==> src/vec_pkg.sv <==
`default_nettype none

package vec_pkg;

    // host bus geometry
    localparam int host_dw = 32;
    localparam int host_aw = 6;

    // operand banks, one element per word
    localparam logic [host_aw-1:0] addr_a_base = 6'h00;
    localparam logic [host_aw-1:0] addr_b_base = 6'h10;

    // bit 0 written as one starts a run, reads back as zero
    localparam logic [host_aw-1:0] addr_ctrl = 6'h20;

    localparam logic [host_aw-1:0] addr_status = 6'h21;

    // low word of the dot sum
    localparam logic [host_aw-1:0] addr_dot = 6'h22;

    // product buffer, one sign-extended product per word
    localparam logic [host_aw-1:0] addr_prod_base = 6'h30;

    // status word layout
    localparam int status_busy_bit = 0;
    localparam int status_done_bit = 1;

endpackage

`default_nettype wire

==> src/vec_eng_if.sv <==
`default_nettype none

interface vec_eng_if #(
    parameter int VECTOR_SIZE = 5,
    parameter int CELL_WIDTH  = 8,
    parameter int TILING      = 1
) ();

    localparam int PW    = 2 * CELL_WIDTH;
    localparam int SUM_W = PW + $clog2(VECTOR_SIZE);
    localparam int IDX_W = (VECTOR_SIZE > 1) ? $clog2(VECTOR_SIZE) : 1;

    logic                          start;
    logic [VECTOR_SIZE*CELL_WIDTH-1:0] a_vec;
    logic [VECTOR_SIZE*CELL_WIDTH-1:0] b_vec;

    // one tile of TILING products, element index of its first lane
    logic                          tile_valid;
    logic [IDX_W-1:0]              tile_index;
    logic [TILING*PW-1:0]          tile_prod;

    logic                          done;
    logic signed [SUM_W-1:0]       dot_sum;

    modport regs (
        output start, a_vec, b_vec,
        input  tile_valid, tile_index, tile_prod, done, dot_sum
    );

    modport mul (
        input  start, a_vec, b_vec,
        output tile_valid, tile_index, tile_prod
    );

    modport acc (
        input  start, tile_valid, tile_prod,
        output done, dot_sum
    );

endinterface

`default_nettype wire

==> src/vec_regs.sv <==
`default_nettype none

module vec_regs #(
    parameter int VECTOR_SIZE = 5,
    parameter int CELL_WIDTH  = 8,
    parameter int TILING      = 1
) (
    input  logic                        clk,
    input  logic                        rst,
    input  logic                        req,
    input  logic                        we,
    input  logic [vec_pkg::host_aw-1:0] addr,
    input  logic [vec_pkg::host_dw-1:0] wdata,
    output logic                        ack,
    output logic [vec_pkg::host_dw-1:0] rdata,
    vec_eng_if.regs                     eng
);

    localparam int DW     = vec_pkg::host_dw;
    localparam int AW     = vec_pkg::host_aw;
    localparam int PW     = 2 * CELL_WIDTH;
    localparam int SUM_W  = PW + $clog2(VECTOR_SIZE);
    localparam int WIDE_W = SUM_W + DW;
    localparam int IDX_W  = (VECTOR_SIZE > 1) ? $clog2(VECTOR_SIZE) : 1;

    logic signed [CELL_WIDTH-1:0] a_mem [VECTOR_SIZE];
    logic signed [CELL_WIDTH-1:0] b_mem [VECTOR_SIZE];
    logic signed [PW-1:0]         prod_mem [VECTOR_SIZE];
    logic signed [SUM_W-1:0]      dot_q;
    logic signed [WIDE_W-1:0]     dot_wide;
    logic                         busy;
    logic                         done;

    logic [AW-1:0] a_off;
    logic [AW-1:0] b_off;
    logic [AW-1:0] p_off;
    logic          a_hit;
    logic          b_hit;
    logic          p_hit;
    logic          access;
    logic          start_req;
    logic [DW-1:0] rd_next;

    // a new transfer is seen once, while ack is still low
    assign access = req && !ack;

    // offsets wrap below the base, so one compare covers the range
    assign a_off = addr - vec_pkg::addr_a_base;
    assign b_off = addr - vec_pkg::addr_b_base;
    assign p_off = addr - vec_pkg::addr_prod_base;
    assign a_hit = a_off < VECTOR_SIZE;
    assign b_hit = b_off < VECTOR_SIZE;
    assign p_hit = p_off < VECTOR_SIZE;

    assign start_req = access && we && (addr == vec_pkg::addr_ctrl) && wdata[0] && !busy;

    always_ff @(posedge clk) begin
        if (rst) begin
            ack <= 1'b0;
        end else if (req && !ack) begin
            ack <= 1'b1;
        end else if (!req && ack) begin
            ack <= 1'b0;
        end
    end

    always_ff @(posedge clk) begin
        if (access && !we) begin
            rdata <= rd_next;
        end
    end

    // run control; a start while busy is dropped
    always_ff @(posedge clk) begin
        if (rst) begin
            eng.start <= 1'b0;
            busy      <= 1'b0;
            done      <= 1'b0;
            dot_q     <= '0;
        end else begin
            eng.start <= start_req;
            if (start_req) begin
                busy <= 1'b1;
                done <= 1'b0;
            end else if (eng.done) begin
                busy  <= 1'b0;
                done  <= 1'b1;
                dot_q <= eng.dot_sum;
            end
        end
    end

    always_ff @(posedge clk) begin
        if (rst) begin
            for (int i = 0; i < VECTOR_SIZE; i++) begin
                a_mem[i]    <= '0;
                b_mem[i]    <= '0;
                prod_mem[i] <= '0;
            end
        end else begin
            if (access && we && a_hit) begin
                a_mem[a_off[IDX_W-1:0]] <= wdata[CELL_WIDTH-1:0];
            end
            if (access && we && b_hit) begin
                b_mem[b_off[IDX_W-1:0]] <= wdata[CELL_WIDTH-1:0];
            end
            // a tile lands at consecutive slots from its first lane
            if (eng.tile_valid) begin
                for (int j = 0; j < TILING; j++) begin
                    prod_mem[eng.tile_index + IDX_W'(j)] <= eng.tile_prod[j*PW +: PW];
                end
            end
        end
    end

    assign dot_wide = WIDE_W'(dot_q);

    always_comb begin
        rd_next = '0;
        if (a_hit) begin
            rd_next = DW'(a_mem[a_off[IDX_W-1:0]]);
        end else if (b_hit) begin
            rd_next = DW'(b_mem[b_off[IDX_W-1:0]]);
        end else if (p_hit) begin
            rd_next = DW'(prod_mem[p_off[IDX_W-1:0]]);
        end else if (addr == vec_pkg::addr_status) begin
            rd_next[vec_pkg::status_busy_bit] = busy;
            rd_next[vec_pkg::status_done_bit] = done;
        end else if (addr == vec_pkg::addr_dot) begin
            rd_next = dot_wide[DW-1:0];
        end
    end

    always_comb begin
        for (int i = 0; i < VECTOR_SIZE; i++) begin
            eng.a_vec[i*CELL_WIDTH +: CELL_WIDTH] = a_mem[i];
            eng.b_vec[i*CELL_WIDTH +: CELL_WIDTH] = b_mem[i];
        end
    end

endmodule

`default_nettype wire

==> src/vec_mul_lanes.sv <==
`default_nettype none

module vec_mul_lanes #(
    parameter int VECTOR_SIZE = 5,
    parameter int CELL_WIDTH  = 8,
    parameter int TILING      = 1
) (
    input  logic   clk,
    input  logic   rst,
    vec_eng_if.mul eng
);

    localparam int PW    = 2 * CELL_WIDTH;
    localparam int IDX_W = (VECTOR_SIZE > 1) ? $clog2(VECTOR_SIZE) : 1;
    // first element of the final tile
    localparam int LAST  = VECTOR_SIZE - TILING;

    localparam logic IDLE = 1'b0;
    localparam logic RUN  = 1'b1;

    logic             state;
    logic [IDX_W-1:0] counter;

    always_ff @(posedge clk) begin
        if (rst) begin
            state   <= IDLE;
            counter <= '0;
        end else begin
            case (state)
                IDLE: begin
                    counter <= '0;
                    if (eng.start) begin
                        state <= RUN;
                    end
                end
                RUN: begin
                    if (counter == IDX_W'(LAST)) begin
                        state   <= IDLE;
                        counter <= '0;
                    end else begin
                        counter <= counter + IDX_W'(TILING);
                    end
                end
                default: begin
                    state <= IDLE;
                end
            endcase
        end
    end

    // one signed multiplier per lane
    for (genvar j = 0; j < TILING; j++) begin : g_lane
        logic signed [CELL_WIDTH-1:0] a_el;
        logic signed [CELL_WIDTH-1:0] b_el;

        assign a_el = eng.a_vec[(int'(counter) + j) * CELL_WIDTH +: CELL_WIDTH];
        assign b_el = eng.b_vec[(int'(counter) + j) * CELL_WIDTH +: CELL_WIDTH];
        assign eng.tile_prod[j*PW +: PW] = a_el * b_el;
    end

    // a tile goes out every cycle spent in RUN
    assign eng.tile_valid = (state == RUN);
    assign eng.tile_index = counter;

endmodule

`default_nettype wire

==> src/vec_accum.sv <==
`default_nettype none

module vec_accum #(
    parameter int VECTOR_SIZE = 5,
    parameter int CELL_WIDTH  = 8,
    parameter int TILING      = 1
) (
    input  logic   clk,
    input  logic   rst,
    vec_eng_if.acc eng
);

    localparam int PW     = 2 * CELL_WIDTH;
    localparam int SUM_W  = PW + $clog2(VECTOR_SIZE);
    localparam int NTILES = VECTOR_SIZE / TILING;
    localparam int CNT_W  = $clog2(NTILES + 1);

    logic [CNT_W-1:0]        tile_cnt;
    logic signed [SUM_W-1:0] sum_q;
    logic signed [SUM_W-1:0] tile_sum;

    // adder chain across the lanes of one tile
    always_comb begin
        tile_sum = '0;
        for (int j = 0; j < TILING; j++) begin
            tile_sum = tile_sum + SUM_W'($signed(eng.tile_prod[j*PW +: PW]));
        end
    end

    always_ff @(posedge clk) begin
        if (rst) begin
            sum_q    <= '0;
            tile_cnt <= '0;
            eng.done <= 1'b0;
        end else begin
            eng.done <= 1'b0;
            if (eng.start) begin
                sum_q    <= '0;
                tile_cnt <= '0;
            end else if (eng.tile_valid) begin
                sum_q <= sum_q + tile_sum;
                // done follows the last tile by one cycle
                if (tile_cnt == CNT_W'(NTILES - 1)) begin
                    tile_cnt <= '0;
                    eng.done <= 1'b1;
                end else begin
                    tile_cnt <= tile_cnt + 1'b1;
                end
            end
        end
    end

    assign eng.dot_sum = sum_q;

endmodule

`default_nettype wire

==> src/vec_dot_top.sv <==
`default_nettype none

module vec_dot_top #(
    // VECTOR_SIZE at most 16 and a multiple of TILING
    parameter int VECTOR_SIZE = 5,
    // at most 16 so a product fits one host word
    parameter int CELL_WIDTH  = 8,
    parameter int TILING      = 1
) (
    input  logic                        clk,
    input  logic                        rst,
    input  logic                        req,
    input  logic                        we,
    input  logic [vec_pkg::host_aw-1:0] addr,
    input  logic [vec_pkg::host_dw-1:0] wdata,
    output logic                        ack,
    output logic [vec_pkg::host_dw-1:0] rdata
);

    vec_eng_if #(
        .VECTOR_SIZE (VECTOR_SIZE),
        .CELL_WIDTH  (CELL_WIDTH),
        .TILING      (TILING)
    ) eng ();

    // host side, operand and result storage
    vec_regs #(
        .VECTOR_SIZE (VECTOR_SIZE),
        .CELL_WIDTH  (CELL_WIDTH),
        .TILING      (TILING)
    ) regs0 (
        .clk   (clk),
        .rst   (rst),
        .req   (req),
        .we    (we),
        .addr  (addr),
        .wdata (wdata),
        .ack   (ack),
        .rdata (rdata),
        .eng   (eng.regs)
    );

    vec_mul_lanes #(
        .VECTOR_SIZE (VECTOR_SIZE),
        .CELL_WIDTH  (CELL_WIDTH),
        .TILING      (TILING)
    ) mul0 (
        .clk (clk),
        .rst (rst),
        .eng (eng.mul)
    );

    vec_accum #(
        .VECTOR_SIZE (VECTOR_SIZE),
        .CELL_WIDTH  (CELL_WIDTH),
        .TILING      (TILING)
    ) acc0 (
        .clk (clk),
        .rst (rst),
        .eng (eng.acc)
    );

endmodule

`default_nettype wire

==> config.mk <==
export PLATFORM = sky130hd
export DESIGN_NAME = vec_dot_top
export DESIGN_NICKNAME = d
export VERILOG_FILES = /design/src/vec_pkg.sv /design/src/vec_eng_if.sv /design/src/vec_regs.sv /design/src/vec_mul_lanes.sv /design/src/vec_accum.sv /design/src/vec_dot_top.sv
export SDC_FILE = /design/constraint.sdc
export NUM_CORES = 1
export LEC_CHECK = 0
export BUFFER_PORTS_ARGS = -buffer_cell sky130_fd_sc_hd__buf_2
export CORE_MARGIN = 2
export CORE_UTILIZATION = 60
export CTS_CLUSTER_SIZE = 28
export DETAILED_ROUTE_END_ITERATION = 8
export HOLD_SLACK_MARGIN = 0.1
export PLACE_DENSITY_LB_ADDON = 0.25
export SLEW_MARGIN = 20
export SYNTH_ARGS = -nofsm -noshare
export SYNTH_HDL_FRONTEND = slang
export SYNTH_SLANG_ARGS = --single-unit
==> constraint.sdc <==
create_clock -name clk -period 9.02 [get_ports clk]
set_clock_uncertainty 0.1 [all_clocks]
set_input_delay 1.804 -clock clk [delete_from_list [all_inputs] [get_ports clk]]
set_output_delay 1.804 -clock clk [all_outputs]
set_load 0.05 [all_outputs]
Word level (Yosys, flattened, before mapping)
Memories as Yosys holds them, arrays and structs flattened.
Cells that the tools add are included.
Widths: inputs -> output; s select.
{"block": "totals", "register_bits": 82, "ram_bits": 160, "input_bits": 42, "memories": 3}
{"memory": "regs0.prod_mem", "words": 5, "width": 16, "rd": 1, "rd_clocked_by_memory_dff": 0, "wr": 5, "line": "vec_regs.sv:28", "rtl": "logic signed [PW-1:0] prod_mem [VECTOR_SIZE];"}
{"memory": "regs0.a_mem", "words": 5, "width": 8, "rd": 6, "rd_clocked_by_memory_dff": 0, "wr": 5, "line": "vec_regs.sv:26", "rtl": "logic signed [CELL_WIDTH-1:0] a_mem [VECTOR_SIZE];"}
{"memory": "regs0.b_mem", "words": 5, "width": 8, "rd": 6, "rd_clocked_by_memory_dff": 0, "wr": 5, "line": "vec_regs.sv:27", "rtl": "logic signed [CELL_WIDTH-1:0] b_mem [VECTOR_SIZE];"}
{"block": "op_classes", "addsub": 5, "mul": 1, "magnitude_cmp": 3, "eq_ne": 5, "shift": 2, "muxes": 37, "bitwise": 2, "n_reduce_logical": 22}
{"op": "$mux 32", "count": 4}
{"op": "$shiftx 40x7->8", "count": 2}
{"op": "$mux 30", "count": 1}
{"op": "$mux 1", "count": 21}
{"op": "$add 19x16->19", "count": 1}
{"op": "$eq 6x6->1 const B", "count": 3}
{"op": "$lt 6x3->1 const B", "count": 3}
{"op": "$mul 8x8->16", "count": 1}
{"op": "$mux 16", "count": 1}
{"op": "$mux 8", "count": 2}
{"op": "$reduce_or 16->1", "count": 1}
{"op": "$reduce_or 8->1", "count": 2}
{"op": "$mux 3", "count": 5}
{"op": "$logic_and 1x1->1", "count": 9}
{"op": "$add 3x1->3 const B", "count": 2}
{"op": "$eq 3x3->1 const B", "count": 2}
{"op": "$pmux 3 s2", "count": 1}
{"op": "$sub 6x5->6 const B", "count": 1}
{"op": "$sub 6x6->6 const B", "count": 1}
{"op": "$logic_not 1->1", "count": 4}
{"op": "$reduce_bool 2->1", "count": 2}
{"op": "$reduce_or 2->1", "count": 2}
{"op": "$reduce_or 3->1", "count": 1}
{"op": "$mux 2", "count": 1}
{"op": "3 further kinds", "count": 4}

Depth between registers and ports, before layout
{"block": "depth", "ltp_word": 9, "mapped_depth": 33, "depth_no_buf": 32}

By module
From an unflattened synthesis, not the netlist that was laid out.
{"block": "hier_totals", "cells_unflattened": 1404, "area_unflattened_um2": 14627.8}
{"mod": "vec_regs", "n_inst": 1, "cells_per_inst": 755, "area_per_inst_um2": 9287.7, "seq_area_each_um2": 5835.6}
{"mod": "vec_mul_lanes", "n_inst": 1, "cells_per_inst": 407, "area_per_inst_um2": 3435.8, "seq_area_each_um2": 80.1}
{"mod": "vec_accum", "n_inst": 1, "cells_per_inst": 242, "area_per_inst_um2": 1904.3, "seq_area_each_um2": 460.4}

Worst setup path before layout
Ideal clock, no wire load.
{"block": "synth_timing", "kind": "flip-flop to flip-flop", "startpoint": "reg mul0.counter[1] (netlist: mul0.eng.tile_index[1])", "endpoint": "reg acc0.sum_q[18] (netlist: acc0.eng.dot_sum[18])", "arrival_time_ns": 6.946, "slack_ns": 1.858, "path_stages_with_launch": 30, "path_buffers": 2, "cell_sequence": "dfxtp_1 buf_2 buf_2 mux4_2 a21oi_1 nor2_1 fa_1 inv_1 fa_1 inv_1 fa_1 inv_1 fa_1 inv_1 ha_1 a21o_1 a211o_1 a31o_1 a21oi_1 xor2_1 inv_1 ha_1 nand2_1 nor2_1 and2_1 a31oi_1 a32oi_1 xnor2_2 a21oi_1 a31o_1"}
{"block": "synth_between", "elab_chain_len": 3}
{"item": "start, declared", "line": "vec_mul_lanes.sv:22", "rtl": "logic [IDX_W-1:0] counter;"}
{"item": "start signal, assigned", "line": "vec_mul_lanes.sv:41", "rtl": "counter <= counter + IDX_W'(TILING);"}
{"item": "$shiftx 40x7->8 (on tied branches)", "line": "vec_mul_lanes.sv:56, vec_mul_lanes.sv:57"}
{"item": "$mul 8x8->16 (*)", "line": "vec_mul_lanes.sv:58", "rtl": "assign eng.tile_prod[j*PW +: PW] = a_el * b_el;"}
{"item": "named net acc0.eng.tile_prod[14]", "line": "vec_eng_if.sv:36", "rtl": "input start, tile_valid, tile_prod,"}
{"item": "$add 19x16->19 (*)", "line": "vec_accum.sv:41", "rtl": "sum_q <= sum_q + tile_sum;"}
{"item": "end signal, assigned", "line": "vec_accum.sv:41"}
{"item": "end, declared", "line": "vec_accum.sv:19", "rtl": "logic signed [SUM_W-1:0] sum_q;"}
The timed path passes the listed nets; every way through them passes the cells marked *.
A chain may end at the register's enable or synchronous reset.

Worst setup path after layout
Ends and elaborated chain as after synthesis.

==> run summary <==
Clk slew on worst S/H paths: 0.06 ns
CP peak stage delay: 0.60 ns
Hpwl dp: 23,420 um
Power per Cell Area: 189.3 mW/mm^2
PnR worst setup slack: 0.8408 ns
CTS sink count: 229
Buf/Inv on CP: 7
Routed Antenna Nets: 0
Maximum fanout along the worst path: 20
Gr usage total: 27.39%
Met2 Resource Use GR: 45.59%
Initial antenna violation count: 0
Wire length per cell: 20.16 um
Die width: 155.3 um
Max Freq: 0.1223 GHz
CP Capture Type: flip-flop
Fin area: 0.01505 mm^2
RSZ-0062 raised after global routing: no
Final worst path period need: 8.179 ns
Drc violations: 0
Min-Delay Path Class: flip-flop to flip-flop
Worst Path Class, Setup: flip-flop to flip-flop
Most frequent cells in the layout: nor2_1, edfxtp_1, inv_1
Inserted Diodes: 0
Via/cell ratio: 6.008
Area grow syn2layout: 9.517%
Ranking of synthesized cells by area: edfxtp_1, fa_1, dfxtp_1
Initial DRT Pass Iterations: 6
Maximum vdd ir drop: 0.1623 mV
Sequential area share after synthesis: 46.41%
Synth warnings: 0
TritonCTS buffer count: 24
Clock latency on the worst-skew pair: 0.53 ns
Vias after detailed routing: 9,547
Setup-failing EPs final: 0
Post-synth EDFFs: 179
Starting density of the core: 60.86%
Final Wtd Congestion: 0.9329
CTS max path bufs: 3
Setup WS pre-CTS: 0.8715 ns
Port-buffer cells: 50
Post-CTS Setup Inserts: 0
Stages on worst setup path: 30
Setup TNS: 0 ns
Crit-path slowest cell: dfxtp_1
GR peak layer: met2
DRT Wirelength: 32,040 um
Synth area leader: edfxtp_1
Placed inst area: 0.01418 mm^2
Syn avg cell area: 10.95 um^2
Die ar.: 0.02412 mm^2
Share of the synthesized area in the top cell type: 39.13%
Max Cap Violations: 0
Hold-fix buffers, CTS: 0
I/O pins: 75
Layout cells sized above 1: 13.04%
Outcome: finished, final reports clean
1st-iter DRT viols: 921
Min-delay src: regs0.dot_q[17]
CTS tree: done
Met3 GRT Util: 3.398%
Final #Nets: 1,436
Final hold vios: 0
Worst hold endpoint: regs0.dot_q[17]
Mapped Cells: 1,255
Hold path cells: 2
Final period util: 90.68%
Reg2Reg Capture Point: acc0.eng.dot_sum[18]
Worst path most repeated cell: inv_1
Clk root buf: clkbuf_16
R2R cell count: 30
Fillcell total: 1,688
Ys async rst share: 0%
Crit start category: flip-flop
Critical path arrival: 8.49 ns
Largest net degree at the start of global routing: 47
R2R Path Start: mul0.eng.tile_index[1]
Worst slew margin: 31.11%
Commonest non-fill, non-tap cell in the layout: nor2_1
Hold_ws: 0.3575 ns
Top_reg_cell synth: edfxtp_1
H-tree depth: 1
Syn nets: 1,405
Row count: 55
Worst Path Required: 9.33 ns
First-pass GRT wire length: 51,730 um
R2r setup slk: 0.84 ns
CTS resizes: 0
GR Util met1: 36.85%
Core ar.: 0.02257 mm^2
Slew Viols, Final: 0
CP top delay family: adder cells
Post-synthesis cell type count: 63
Vias in the first global route: 9,570
Post-Syn Area: 0.01374 mm^2
#FFs+latches synth: 229
Die height: 155.3 um
Lkg Pwr: 6.073 nW
Least-Margin Pin Slew: 1.033 ns
Grt ovf: 0
[routing by layer]
metal  part of all wire [%]  wire [um]
met1                     41      13140
met2                     48      15350
met3                    6.5       2073
met4                    4.6       1474
met5                      0          0
[worst min-delay path: stages (launching register included)]
cell	delay, ns
dfxtp_1	0.31
nand2_1	0.05
a21oi_1	0.05
[flip-flops by register name (all words and copies together) (netlist names)]
signal and flops:
regs0.prod_mem 80, regs0.a_mem 40, regs0.b_mem 40, acc0.eng.dot_sum 19, regs0.dot_q 19, regs0.rdata 19
acc0.tile_cnt 3, mul0.eng.tile_index 3, acc0.eng.done 1, mul0.eng.tile_valid 1, regs0.ack 1, regs0.busy 1
regs0.done 1, regs0.eng.start 1
[how the worst max path moves through the flow]
| stage | slack, ns | to | from |
|---|---|---|---|
| 3_5_place_dp | 0.87 | acc0.eng.dot_sum[18] | mul0.eng.tile_index[1] |
| 2_1_floorplan | 1.86 | acc0.eng.dot_sum[18] | mul0.eng.tile_index[1] |
| 5_1_grt | 0.29 | acc0.eng.dot_sum[18] | mul0.eng.tile_index[1] |
| 3_3_place_gp | 0.93 | acc0.eng.dot_sum[18] | mul0.eng.tile_index[1] |
| 4_1_cts | 0.83 | acc0.eng.dot_sum[18] | mul0.eng.tile_index[1] |
| 6_report | 0.84 | acc0.eng.dot_sum[18] | mul0.eng.tile_index[1] |
[cells by family after synthesis]
| group | synth area share (%) |
|---|---|
| and+or+nand+nor | 14.76 |
| buffers and inverters | 5.519 |
| AOI/OAI and AO/OA | 10.74 |
| adders and majority gates | 12.90 |
| muxes | 7.650 |
| xor gates and xnor gates | 2.022 |
| DFF | 46.41 |
[area by class of cell]
cell class / instances / area [um^2] / share of cell area (%)
sequential: 229 / 6376 / 42.38
timing repair buffer: 71 / 407.9 / 2.711
tap: 285 / 356.6 / 2.370
clock buffer: 30 / 664.4 / 4.416
clock inverter: 14 / 193.9 / 1.289
inverter: 115 / 431.7 / 2.869
multi-input combinational: 845 / 6615 / 43.97
[power by group]
group	switching, mW	leakage [nW]	internal [mW]	total, mW
registers	0.0128	2.24	1.17	1.18
logic	0.386	3.41	0.218	0.603
clock network	0.403	0.423	0.664	1.07
total	0.801	6.07	2.05	2.85
[Yosys cell counts, types with 17 or more instances]
cell      count
a22oi_1      33
nor2_1      187
mux2i_1      33
and2_1       82
clkbuf_1     37
ha_1         52
dfxtp_1      50
nand2_1      62
inv_1       110
mux4_2       31
a21o_1       17
edfxtp_1    179
a21oi_1      69
fa_1         56
xnor2_1      19
[per-stage QoR]
step,utilization [%],power [mW],cells
after floorplan,-,1.628,1255
after detailed placement,62.83,1.806,1545
after CTS,66.63,2.862,1589
after global routing,66.66,2.968,1589
after global placement,62.82,1.791,1545
final,66.66,2.848,1589
(Power assumes the default switching activity.)
